===== src/hdl/eth_pkg.sv =====
package eth_pkg;

  ////////////////////
  // Address types
  ////////////////////
  typedef logic [47:0] mac_addr_t; // Ethernet MAC
  typedef logic [31:0] ipv4_t;     // IPv4 address
  typedef logic [15:0] port_t;     // UDP port

  ////////////////////
  // Enums
  ////////////////////
  typedef enum logic [1:0] {
    SRC_NONE, // Output idle, frame boundary
    SRC_ARP,  // ARP reply owns the output
    SRC_UDP   // UDP frame owns the output
  } src_sel_e;

  typedef enum logic {
    GEN_IDLE, // Waiting for start
    GEN_SEND  // Stepping through frame bytes
  } gen_state_e;

  ////////////////////
  // Constants
  ////////////////////
  localparam mac_addr_t   DEV_MAC        = 48'h02_00_5e_10_20_30; // Locally administered
  localparam int          TX_CREDITS     = 8;                     // Credits after reset, also max
  localparam int          CREDIT_W       = $clog2(TX_CREDITS + 1);
  localparam int          MIN_FRAME      = 60;   // Padded length without FCS
  localparam int          HDR_LEN        = 42;   // Eth+ARP body, or Eth+IPv4+UDP headers
  localparam int          MAX_PAYLOAD    = 32;   // UDP payload limit
  localparam int          PAYLOAD_LEN_W  = 6;
  localparam logic [15:0] ETHERTYPE_ARP  = 16'h0806;
  localparam logic [15:0] ETHERTYPE_IPV4 = 16'h0800;
  localparam logic [7:0]  IP_TTL         = 8'd64;
  localparam logic [7:0]  IP_PROTO_UDP   = 8'd17;

endpackage

===== src/hdl/frame_if.sv =====
`timescale 1ns/1ps

interface frame_if;

  logic [7:0] dat; // Current frame byte
  logic       val; // Byte on dat is valid
  logic       sof; // First byte of frame
  logic       eof; // Last byte of frame
  logic       adv; // Sink took the byte, step on

  modport gen (
    output dat, val, sof, eof,
    input  adv
  );

  // Sink side sees the stream only, adv comes from control
  modport mux (
    input dat, val, sof, eof
  );

endinterface


===== src/hdl/eth_tx_top.sv =====
`timescale 1ns/1ps

module eth_tx_top import eth_pkg::*; (
  input  logic                     clk,
  input  logic                     rst,
  input  logic                     cfg_valid,
  input  ipv4_t                    cfg_ipv4,
  input  logic                     arp_req,
  input  mac_addr_t                arp_sha,
  input  ipv4_t                    arp_spa,
  input  ipv4_t                    arp_tpa,
  input  logic                     udp_req,
  input  mac_addr_t                udp_dst_mac,
  input  ipv4_t                    udp_dst_ipv4,
  input  port_t                    udp_src_port,
  input  port_t                    udp_dst_port,
  input  logic [PAYLOAD_LEN_W-1:0] udp_len,
  input  logic [7:0]               udp_seed,
  input  logic                     tx_credit,
  output logic                     ready,
  output logic                     udp_busy,
  output logic [7:0]               tx_dat,
  output logic                     tx_val,
  output logic                     tx_sof,
  output logic                     tx_eof
);

  frame_if arp_fr ();
  frame_if udp_fr ();

  ipv4_t    dev_ipv4;
  logic     arp_start;
  logic     udp_start;
  src_sel_e sel;
  logic     shift;

  ////////////////////
  // Control
  ////////////////////
  eth_ctrl eth_ctrl_inst (
    .clk       (clk),
    .rst       (rst),
    .cfg_valid (cfg_valid),
    .cfg_ipv4  (cfg_ipv4),
    .arp_req   (arp_req),
    .arp_tpa   (arp_tpa),
    .udp_req   (udp_req),
    .tx_credit (tx_credit),
    .arp_val   (arp_fr.val),
    .arp_eof   (arp_fr.eof),
    .udp_val   (udp_fr.val),
    .udp_eof   (udp_fr.eof),
    .dev_ipv4  (dev_ipv4),
    .ready     (ready),
    .udp_busy  (udp_busy),
    .arp_start (arp_start),
    .udp_start (udp_start),
    .arp_adv   (arp_fr.adv), // Sink-side strobe into each stream
    .udp_adv   (udp_fr.adv),
    .sel       (sel),
    .shift     (shift)
  );

  ////////////////////
  // Frame sources
  ////////////////////
  arp_gen arp_gen_inst (
    .clk      (clk),
    .rst      (rst),
    .start    (arp_start),
    .req_sha  (arp_sha),
    .req_spa  (arp_spa),
    .dev_ipv4 (dev_ipv4),
    .fr       (arp_fr)
  );

  udp_gen udp_gen_inst (
    .clk      (clk),
    .rst      (rst),
    .start    (udp_start),
    .dst_mac  (udp_dst_mac),
    .dst_ipv4 (udp_dst_ipv4),
    .src_port (udp_src_port),
    .dst_port (udp_dst_port),
    .len      (udp_len),
    .seed     (udp_seed),
    .dev_ipv4 (dev_ipv4),
    .fr       (udp_fr)
  );

  ////////////////////
  // Output stage
  ////////////////////
  tx_mux tx_mux_inst (
    .clk    (clk),
    .rst    (rst),
    .sel    (sel),
    .shift  (shift),
    .arp    (arp_fr),
    .udp    (udp_fr),
    .tx_dat (tx_dat),
    .tx_val (tx_val),
    .tx_sof (tx_sof),
    .tx_eof (tx_eof)
  );

endmodule


===== src/hdl/tx_mux.sv =====
`timescale 1ns/1ps

module tx_mux import eth_pkg::*; (
  input  logic       clk,
  input  logic       rst,
  input  src_sel_e   sel,
  input  logic       shift,
  frame_if.mux       arp,
  frame_if.mux       udp,
  output logic [7:0] tx_dat,
  output logic       tx_val,
  output logic       tx_sof,
  output logic       tx_eof
);

  logic [7:0] sel_dat;
  logic       sel_sof;
  logic       sel_eof;

  // Source stays fixed for a whole frame
  assign sel_dat = (sel == SRC_ARP) ? arp.dat : udp.dat;
  assign sel_sof = (sel == SRC_ARP) ? arp.sof : udp.sof;
  assign sel_eof = (sel == SRC_ARP) ? arp.eof : udp.eof;

  always_ff @(posedge clk) begin
    if (rst) begin
      tx_val <= 1'b0;
      tx_sof <= 1'b0;
      tx_eof <= 1'b0;
    end else begin
      tx_val <= shift;
      tx_sof <= shift && sel_sof; // Markers only with a byte
      tx_eof <= shift && sel_eof;
    end
  end

  always_ff @(posedge clk) begin
    if (shift) tx_dat <= sel_dat;
  end

endmodule


===== src/hdl/udp_gen.sv =====
`timescale 1ns/1ps

module udp_gen import eth_pkg::*; (
  input  logic                     clk,
  input  logic                     rst,
  input  logic                     start,
  input  mac_addr_t                dst_mac,
  input  ipv4_t                    dst_ipv4,
  input  port_t                    src_port,
  input  port_t                    dst_port,
  input  logic [PAYLOAD_LEN_W-1:0] len,
  input  logic [7:0]               seed,
  input  ipv4_t                    dev_ipv4,
  frame_if.gen                     fr
);

  gen_state_e               state;
  logic [1:0]               fold_cnt;  // Checksum steps left
  logic [6:0]               idx;       // Byte index in the frame
  logic [6:0]               frame_end; // Index of the eof byte
  mac_addr_t                dst_mac_r;
  ipv4_t                    dst_ipv4_r;
  port_t                    src_port_r;
  port_t                    dst_port_r;
  logic [PAYLOAD_LEN_W-1:0] len_r;
  logic [7:0]               seed_r;
  logic [15:0]              ip_len;
  logic [15:0]              udp_len;
  logic [19:0]              word_sum;  // Room for carries of nine words
  logic [19:0]              sum_r;
  logic [16:0]              fold1;
  logic [15:0]              csum_r;
  logic [0:HDR_LEN-1][7:0]  hdr;

  assign ip_len  = 16'd28 + len_r;
  assign udp_len = 16'd8 + len_r;

  ////////////////////
  // IPv4 checksum
  ////////////////////
  assign word_sum = 20'h04500 + ip_len + {IP_TTL, IP_PROTO_UDP}
                  + dev_ipv4[31:16] + dev_ipv4[15:0]
                  + dst_ipv4_r[31:16] + dst_ipv4_r[15:0]; // ID and frag words are zero
  assign fold1    = sum_r[15:0] + sum_r[19:16];           // First carry fold

  assign hdr = {
    dst_mac_r, DEV_MAC, ETHERTYPE_IPV4,                   // Ethernet
    16'h4500, ip_len, 16'h0000, 16'h0000,                 // Ver/IHL, len, ID, frag
    IP_TTL, IP_PROTO_UDP, csum_r, dev_ipv4, dst_ipv4_r,   // Rest of IPv4
    src_port_r, dst_port_r, udp_len, 16'h0000            // UDP, no checksum
  };

  // Short payloads pad out to MIN_FRAME
  assign frame_end = (len_r < 7'(MIN_FRAME - HDR_LEN)) ? 7'(MIN_FRAME - 1)
                                                      : 7'(HDR_LEN - 1) + len_r;

  assign fr.val = (state == GEN_SEND) && (fold_cnt == '0); // Hold off until checksum done
  assign fr.sof = (idx == '0);
  assign fr.eof = (idx == frame_end);

  always_comb begin
    if (idx < 7'(HDR_LEN))              fr.dat = hdr[idx];
    else if (idx < 7'(HDR_LEN) + len_r) fr.dat = seed_r + 8'(idx - 7'(HDR_LEN)); // Count
    else                                fr.dat = 8'h00;
  end

  always_ff @(posedge clk) begin
    if (rst) begin
      state    <= GEN_IDLE;
      fold_cnt <= '0;
      idx      <= '0;
    end else begin
      case (state)
        GEN_IDLE: if (start) begin
          state    <= GEN_SEND;
          fold_cnt <= 2'd2;
          idx      <= '0;
        end
        GEN_SEND: begin
          if (fold_cnt != '0) begin
            fold_cnt <= fold_cnt - 1'b1;
          end else if (fr.adv) begin
            if (fr.eof) state <= GEN_IDLE;
            else        idx   <= idx + 1'b1;
          end
        end
        default: state <= GEN_IDLE;
      endcase
    end
  end

  // Request fields and checksum pipeline
  always_ff @(posedge clk) begin
    if (state == GEN_IDLE && start) begin
      dst_mac_r  <= dst_mac;
      dst_ipv4_r <= dst_ipv4;
      src_port_r <= src_port;
      dst_port_r <= dst_port;
      len_r      <= (len > PAYLOAD_LEN_W'(MAX_PAYLOAD)) ? PAYLOAD_LEN_W'(MAX_PAYLOAD) : len;
      seed_r     <= seed;
    end
    if (fold_cnt == 2'd2) sum_r  <= word_sum;
    if (fold_cnt == 2'd1) csum_r <= ~(fold1[15:0] + fold1[16]); // Final fold, invert
  end

endmodule


===== src/hdl/arp_gen.sv =====
`timescale 1ns/1ps

module arp_gen import eth_pkg::*; (
  input  logic      clk,
  input  logic      rst,
  input  logic      start,
  input  mac_addr_t req_sha,
  input  ipv4_t     req_spa,
  input  ipv4_t     dev_ipv4,
  frame_if.gen      fr
);

  gen_state_e              state;
  logic [5:0]              idx;   // Byte index in the reply
  mac_addr_t               sha_r; // Requester MAC
  ipv4_t                   spa_r; // Requester IP
  logic [0:HDR_LEN-1][7:0] hdr;

  // Ethernet header followed by the ARP reply body
  assign hdr = {
    sha_r, DEV_MAC, ETHERTYPE_ARP,     // Ethernet
    16'h0001, ETHERTYPE_IPV4,          // HTYPE, PTYPE
    8'd6, 8'd4, 16'h0002,              // HLEN, PLEN, reply
    DEV_MAC, dev_ipv4,                 // Sender
    sha_r, spa_r                       // Target
  };

  assign fr.val = (state == GEN_SEND);
  assign fr.sof = (idx == '0);
  assign fr.eof = (idx == 6'(MIN_FRAME - 1));
  assign fr.dat = (idx < 6'(HDR_LEN)) ? hdr[idx] : 8'h00; // Zero pad to MIN_FRAME

  always_ff @(posedge clk) begin
    if (rst) begin
      state <= GEN_IDLE;
      idx   <= '0;
    end else begin
      case (state)
        GEN_IDLE: if (start) begin
          state <= GEN_SEND;
          idx   <= '0;
        end
        GEN_SEND: if (fr.adv) begin
          if (fr.eof) state <= GEN_IDLE; // Last byte taken
          else        idx   <= idx + 1'b1;
        end
        default: state <= GEN_IDLE;
      endcase
    end
  end

  always_ff @(posedge clk) begin
    if (state == GEN_IDLE && start) begin
      sha_r <= req_sha;
      spa_r <= req_spa;
    end
  end

endmodule


===== src/hdl/eth_ctrl.sv =====
`timescale 1ns/1ps

module eth_ctrl import eth_pkg::*; (
  input  logic     clk,
  input  logic     rst,
  input  logic     cfg_valid,
  input  ipv4_t    cfg_ipv4,
  input  logic     arp_req,
  input  ipv4_t    arp_tpa,
  input  logic     udp_req,
  input  logic     tx_credit,
  input  logic     arp_val,
  input  logic     arp_eof,
  input  logic     udp_val,
  input  logic     udp_eof,
  output ipv4_t    dev_ipv4,
  output logic     ready,
  output logic     udp_busy,
  output logic     arp_start,
  output logic     udp_start,
  output logic     arp_adv,
  output logic     udp_adv,
  output src_sel_e sel,
  output logic     shift
);

  logic                arp_pend;  // ARP reply waiting for the output
  logic                udp_pend;  // UDP frame waiting for the output
  logic                udp_run;   // UDP accepted, eof not yet out
  logic [CREDIT_W-1:0] credits;   // Output credit count
  logic                src_val;
  logic                src_eof;
  logic                arp_ok;
  logic                udp_ok;

  ////////////////////
  // Request gating
  ////////////////////
  assign arp_ok   = ready && arp_req && (arp_tpa == dev_ipv4) && !arp_pend && (sel != SRC_ARP);
  assign udp_ok   = udp_req && !udp_busy;
  assign udp_busy = !ready || udp_run; // Busy also means not configured

  ////////////////////
  // Byte movement
  ////////////////////
  assign src_val = ((sel == SRC_ARP) && arp_val) || ((sel == SRC_UDP) && udp_val);
  assign src_eof = (sel == SRC_ARP) ? arp_eof : udp_eof;
  assign shift   = src_val && (credits != '0); // Hold at zero credit
  assign arp_adv = shift && (sel == SRC_ARP);
  assign udp_adv = shift && (sel == SRC_UDP);

  // Device address, fixed once configured
  always_ff @(posedge clk) begin
    if (rst) begin
      dev_ipv4 <= '0;
      ready    <= 1'b0;
    end else if (cfg_valid) begin
      dev_ipv4 <= cfg_ipv4;
      ready    <= 1'b1;
    end
  end

  // Pending flags and frame-level arbitration
  always_ff @(posedge clk) begin
    if (rst) begin
      arp_pend  <= 1'b0;
      udp_pend  <= 1'b0;
      udp_run   <= 1'b0;
      arp_start <= 1'b0;
      udp_start <= 1'b0;
      sel       <= SRC_NONE;
    end else begin
      arp_start <= 1'b0;
      udp_start <= 1'b0;
      if (arp_ok) arp_pend <= 1'b1;
      if (udp_ok) begin
        udp_pend <= 1'b1;
        udp_run  <= 1'b1;
      end
      if (sel == SRC_NONE) begin
        if (arp_pend) begin // ARP first at the boundary
          arp_pend  <= 1'b0;
          arp_start <= 1'b1;
          sel       <= SRC_ARP;
        end else if (udp_pend) begin
          udp_pend  <= 1'b0;
          udp_start <= 1'b1;
          sel       <= SRC_UDP;
        end
      end else if (shift && src_eof) begin
        if (sel == SRC_UDP) udp_run <= 1'b0; // eof leaves the mux next cycle
        sel <= SRC_NONE;
      end
    end
  end

  // Credit counter, spend on shift and refill on tx_credit
  always_ff @(posedge clk) begin
    if (rst) begin
      credits <= CREDIT_W'(TX_CREDITS);
    end else begin
      case ({tx_credit, shift})
        2'b10:   credits <= credits + 1'b1;
        2'b01:   credits <= credits - 1'b1;
        default: credits <= credits; // Both or neither, no change
      endcase
    end
  end

endmodule


===== config.mk =====
export PLATFORM = sky130hd
export DESIGN_NAME = eth_tx_top
export DESIGN_NICKNAME = d
export VERILOG_FILES = /design/src/hdl/eth_pkg.sv /design/src/hdl/frame_if.sv /design/src/hdl/eth_tx_top.sv /design/src/hdl/tx_mux.sv /design/src/hdl/udp_gen.sv /design/src/hdl/arp_gen.sv /design/src/hdl/eth_ctrl.sv
export SDC_FILE = /design/constraint.sdc
export NUM_CORES = 1
export LEC_CHECK = 0
export ABC_AREA = 1
export BUFFER_PORTS_ARGS = -buffer_cell sky130_fd_sc_hd__buf_2
export CELL_PAD_IN_SITES_DETAIL_PLACEMENT = 0
export CELL_PAD_IN_SITES_GLOBAL_PLACEMENT = 1
export CORE_UTILIZATION = 35
export CTS_CLUSTER_SIZE = 25
export DETAILED_ROUTE_END_ITERATION = 10
export PLACE_DENSITY_LB_ADDON = 0.1
export SETUP_SLACK_MARGIN = 0.15
export SLEW_MARGIN = 20
export SYNTH_ARGS = -nofsm -noshare
export SYNTH_HDL_FRONTEND = slang
export SYNTH_SLANG_ARGS = --single-unit
export TNS_END_PERCENT = 1

===== constraint.sdc =====
create_clock -name clk -period 10.45 [get_ports clk]
set_input_delay 3.135 -clock clk [delete_from_list [all_inputs] [get_ports clk]]
set_output_delay 3.135 -clock clk [all_outputs]
set_load 0.03 [all_outputs]

### Yosys cells after proc, flatten, opt, wreduce, memory -nomap -nowiden

Index checks and enable logic that the tools add are counted.

* bits of input ports: 276
* flip-flop bits (word level): 314

* magnitude comparators: 7
* eq/ne operators: 19
* reduce and logical (&&, ||, !) cells: 34
* bitwise operators: 6
* add/subtract/negate cells: 19
* muxes and demuxes: 52

Operators with widths (count)
* $bmux 8 s6: 2
* $add 20x16->20: 4
* $mux 8: 8
* $mux 7: 5
* $eq 32x32->1: 1
* $mux 1: 22
* $add 20x15->20 const B: 1
* $mux 6: 3
* $add 15x16->17 const A: 1
* $add 16x4->17: 1
* $add 16x1->16: 1
* $ne 2x2->1 const B: 8
* $not 16->16: 1
* $logic_and 1x1->1: 15
* $add 6x6->7 const A: 2
* $pmux 7 s2: 1
* $mux 2: 6
* $pmux 6 s2: 1
* $add 8x8->8: 1
* $ge 8x7->1 const B: 1
* $not 7->8: 1
* $pmux 4 s2: 1
* $sub 7x6->8 const B: 1
* $add 4x6->7 const A: 1
* 34 further kinds: 48

### Depth between registers and ports, before layout

* depth in word-level cells: 9
* depth in mapped cells: 22
* depth with buffers taken out: 21

### Cells and area by module

A second synthesis with hierarchy kept.

* cells, all modules: 2059
* area total of the unflattened synthesis: 18096.1 µm²

Modules (own cells, without submodules)
* udp_gen: cells each 1191, times used 1, area each 11078.1 µm²
* arp_gen: cells each 451, times used 1, area each 4229.1 µm²
* eth_ctrl: cells each 365, times used 1, area each 2312.2 µm²
* tx_mux: cells each 52, times used 1, area each 476.7 µm²

### Worst setup path before layout

Ideal clock, no wire load.

* path type: reg2reg
* start: register eth_ctrl_inst.udp_start
* end: register udp_gen_inst.idx[2]
* period minus slack after synthesis: 7394 ps
* setup slack: 3056 ps
* data required time: 10331 ps
* library setup time: 119 ps
* arrival: 7276 ps
* stages on the path, launching flop included: 8
* path through: dfxtp_1 -> inv_1 -> nor2_1 -> inv_1 -> nand2_4 -> nand2_1 -> nor2_1 -> nor2_1

* longest elaborated chain between the ends: 2

Ends and longest elaborated chain
* from (decl): line eth_ctrl.sv:20 `output logic udp_start,`
* from (signal assigned): line eth_ctrl.sv:70 `udp_start <= 1'b0;`
* from (signal assigned): line eth_ctrl.sv:74 `udp_start <= 1'b0;`
* from (signal assigned): line eth_ctrl.sv:87 `udp_start <= 1'b1;`
* $ne 2x2->1 (no source line)
* $reduce_and 4->1 (no source line)
* to (signal assigned): line udp_gen.sv:84 `else idx <= idx + 1'b1;`
* to (decl): line udp_gen.sv:19 `logic [6:0] idx;`

No other way between the ends.
A chain may end at the register's enable or synchronous reset.

### Worst setup path in the final report

* start: register udp_gen_inst.len_r[3]
* end: register udp_gen_inst.sum_r[18], data pin

* longest elaborated chain between the ends: 7

Ends and longest elaborated chain
* from (decl): line udp_gen.sv:25 `logic [PAYLOAD_LEN_W-1:0] len_r;`
* from (signal assigned): line udp_gen.sv:99 `len_r <= (len > PAYLOAD_LEN_W'(MAX_PAYLOAD)) ? PAYLOAD_LEN_W'(MAX_PAYLOAD) : len;`
* $add 5x6->7: line udp_gen.sv:35 `assign ip_len = 16'd28 + len_r;`
* $add 15x16->17: line udp_gen.sv:41 `assign word_sum = 20'h04500 + ip_len + {IP_TTL, IP_PROTO_UDP}`
* $add 20x15->20: line udp_gen.sv:41
* $add 20x16->20 (2 in a row): line udp_gen.sv:42 `+ dev_ipv4[31:16] + dev_ipv4[15:0]`
* $add 20x16->20 (2 in a row): line udp_gen.sv:43 `+ dst_ipv4_r[31:16] + dst_ipv4_r[15:0];`
* via udp_gen_inst.word_sum[18]: line udp_gen.sv:29 `logic [19:0] word_sum;`
* to (signal assigned): line udp_gen.sv:102 `if (fold_cnt == 2'd2) sum_r <= word_sum;`
* to (decl): line udp_gen.sv:30 `logic [19:0] sum_r;`

The timed path passes the listed nets, and every way through them passes these cells.

==> impl_metrics.yaml <==
run_status:
  outcome: "finished, final reports clean"
layout:
  design_area_um2: 20800
  nFillCells: 4995
  drive_above_1_share: 0.189
  nets: 2548
  fin_util: 0.423
  syn_to_final_growth_pct: 18.9
sta:
  finalSetupViolCount: 0
  finalHoldViolations: 0
  rsz0062_at_grt: "false"
  worst_pin_slew_ps: 1030
  finClkSkew_ps: 31.7
  fin_setup_tns_ps: 0
  max_freq_mhz: 207
  slew_headroom: 0.313
  slew_viol_final: 0
  layout_min_cycle_time_ps: 4820
  holdWs_ps: 486
  layout_worst_path_cycle_share: 0.462
critical_path:
  regToRegEndpoint: "udp_gen_inst.sum_r[18]$_DFFE_PN_"
  worst-path-buf-inv: 3
  r2r_start: "udp_gen_inst.len_r[3]$_SDFFCE_PN0P_"
  critPathCaptureType: "register"
  worstPathRequired_ps: 10850
  worstPathMaxFanout: 10
  crit_type: "register to register"
  crit_path_frequent_cell: "nand2_1"
  r2r_slack_ps: 5630
  startpoint_type: "register"
  worstPathArrival_ps: 5220
  worstRegToRegCells: 21
  critPathTopFamily: "adder cells"
  worstPathCellList: "inv_1 -> ha_1 -> nand2_1 -> nand2_1 -> xor2_1 -> fa_1 -> inv_1 -> fa_1 -> fa_1 -> inv_1 -> ha_1 -> a21oi_1 -> o21ai_0 -> nand2_1 -> nand3_1 -> nand3_1 -> nand2_1 -> nand3_1 -> nand2_1 -> nand2_1 -> a21boi_0"
  critPathSlowestCell: "fa_1"
  max_stage_delay_ps: 550
floorplan:
  start_util: 0.356
  dieArea_um2: 50800
  coreArea_um2: 49100
  die_w_um: 225
  rows: 81
  die_h_um: 225
  io_pins: 289
yosys:
  synth_most_common_cell: "nand2_1"
  avgSynthCellArea_um2: 9.31
  synth_flop_cell: "edfxtp_1"
  async_flop_share: 0
  syn_area_um2: 17500
  synthTopCellsByArea: "edfxtp_1, nand2_1, dfxtp_1"
  synth_edf_count: 249
  yosys_warnings: 0
  syn_inst: 1876
  synth_top_cell_by_area: "edfxtp_1"
  syn-num-nets: 2276
  yosys.area.top_type_share: 0.428
  ys_types: 58
  synth-seq-area-share: 0.502
  ys_top_cells_by_count: "nand2_1, edfxtp_1, inv_1"
  synth_seq_cells: 313
placed_design:
  numPortBuffers: 288
  dp_hpwl_um: 46700
  routabilityCongestion: 0.917
  placed_area_um2: 19500
clock_tree:
  clock_path_buffers: 3
  clk_latency_ps: 570
  post_cts_resized: 0
  clock-root-buffer: "clkbuf_16"
  cts_made_buffers: 38
  cts_setup_buffers: 0
  cts_hold_buf: 0
  path_clk_slew_ps: 70
  cts_tree: "yes"
  cts_max_level: 2
  cts_num_sinks: 313
detailed_routing:
  wire_per_inst_um: 21.4
  drt-initial-drc-count: 1276
  first_pass_iters: 5
  finalWirelength_um: 60700
  drc: 0
  avgViaCountPerCell: 5.03
  vias: 14277
  antenna_left: 0
global_route:
  gr-usage-met3: 0.0365
  grt_pass1_wl_um: 88900
  grt_antenna_before_repair: 2
  grt_pass1_vias: 14028
  globalRouteMet2Util: 0.373
  grt_use_met1: 0.339
  grtUsageTotal: 0.239
  grt_remaining_overflow: 0
  grt_max_degree: 81
  grt.busiest_layer: "met2"
hold_path:
  min-delay-start: "eth_ctrl_inst.udp_run$_SDFF_PP0_"
  holdPathStages: 2
  hold_end: "eth_ctrl_inst.udp_run$_SDFF_PP0_"
  min_path_type: "register to register"
power_and_ir_drop:
  peakVddDrop_mv: 0.114
  p_leak_nw: 8.72
  power.density_nw_per_um2: 157
flow_run:
  maxCapViolations: 0
placed cells by master, fill, tap and decap left out, drive strengths merged, types with 16 or more instances in the layout:
cell      n
nand4    33
clkinv   16
xor2     36
edfxtp  249
ha       82
buf     303
inv     224
clkbuf   46
dfxtp    64
fa       42
nor3     29
nand3    92
a21oi   121
o21ai   182
nand2   365
nor2    182
flip-flops by register name, indices dropped and copies added, names as in the netlist, 2 cells and up:
register	flops
udp_gen_inst.seed_r	8
udp_gen_inst.dst_mac_r	48
arp_gen_inst.sha_r	48
udp_gen_inst.csum_r	16
eth_ctrl_inst.credits	4
eth_ctrl_inst.sel	2
udp_gen_inst.fold_cnt	2
tx_mux_inst.tx_dat	8
udp_gen_inst.dst_port_r	16
udp_gen_inst.dst_ipv4_r	32
arp_gen_inst.idx	6
arp_gen_inst.spa_r	32
udp_gen_inst.src_port_r	16
udp_gen_inst.len_r	6
eth_ctrl_inst.dev_ipv4	32
udp_gen_inst.idx	7
udp_gen_inst.sum_r	19
final cells by class:
class	count	area, µm²	share of cell area
Multi-Input combinational cell	1268	7540	0.363
Sequential cell	313	8760	0.422
Clock buffer	46	1010	0.0488
Inverter	224	841	0.0405
Antenna cell	1	2.50	0.000121
Tap cell	664	831	0.0400
Timing Repair Buffer	303	1550	0.0748
Clock inverter	22	218	0.0105
per-stage QoR:
stage	cells	worst slack (ps)	power [mW]
finish	2841	5630	3.26
global placement	2772	5830	1.95
detailed placement	2772	5690	1.94
CTS	2840	5660	3.29
global route	2841	5270	3.39
floorplan	1876	3060	1.76
worst max path at each step:
stage	from	to	slack, ps	depth (start not counted)
CTS	udp_gen_inst.len_r[3]$_SDFFCE_PN0P_	udp_gen_inst.sum_r[18]$_DFFE_PN_	5660	21
global route	udp_gen_inst.len_r[3]$_SDFFCE_PN0P_	udp_gen_inst.sum_r[18]$_DFFE_PN_	5270	21
global placement	tx_credit	eth_ctrl_inst.credits[3]$_SDFFE_PP1P_	5830	12
floorplan	eth_ctrl_inst.udp_start$_SDFF_PP0_	udp_gen_inst.idx[2]$_SDFFE_PP0P_	3060	7
finish	udp_gen_inst.len_r[3]$_SDFFCE_PN0P_	udp_gen_inst.sum_r[18]$_DFFE_PN_	5630	21
detailed placement	udp_gen_inst.len_r[3]$_SDFFCE_PN0P_	udp_gen_inst.sum_r[18]$_DFFE_PN_	5690	21
logic make-up after synthesis:
logic type | count (synthesis) | synth area share
buffers and inverters | 295 | 0.0678
XOR/XNOR | 50 | 0.0262
AO/OA/AOI/OAI | 372 | 0.118
multiplexers | 4 | 0.00229
adder cells (fa/ha/maj) | 124 | 0.107
flip-flops | 313 | 0.502
AND/OR/NAND/NOR | 718 | 0.178
worst reg2reg max path, cell delays in order, from the launching register on:
cell and delay, ps:
edfxtp_1 480, inv_1 300, ha_1 220, nand2_1 50, nand2_1 80, xor2_1 380, fa_1 490, inv_1 90
fa_1 420, fa_1 550, inv_1 40, ha_1 380, a21oi_1 120, o21ai_0 260, nand2_1 90, nand3_1 130
nand3_1 80, nand2_1 100, nand3_1 80, nand2_1 100, nand2_1 50, a21boi_0 190
power by group:
group | switching, mW | internal, mW
combinational | 0.297 | 0.194
clock | 0.545 | 0.789
sequential | 0.0307 | 1.40
total | 0.873 | 2.38
routing by layer:
metal | vias up | wire length, µm
li1 | 6938 | -
met1 | 6851 | 28400
met3 | 86 | 3090
met2 | 400 | 27700
met4 | 2 | 1480
met5 | - | 10
(Power assumes the default switching activity.)
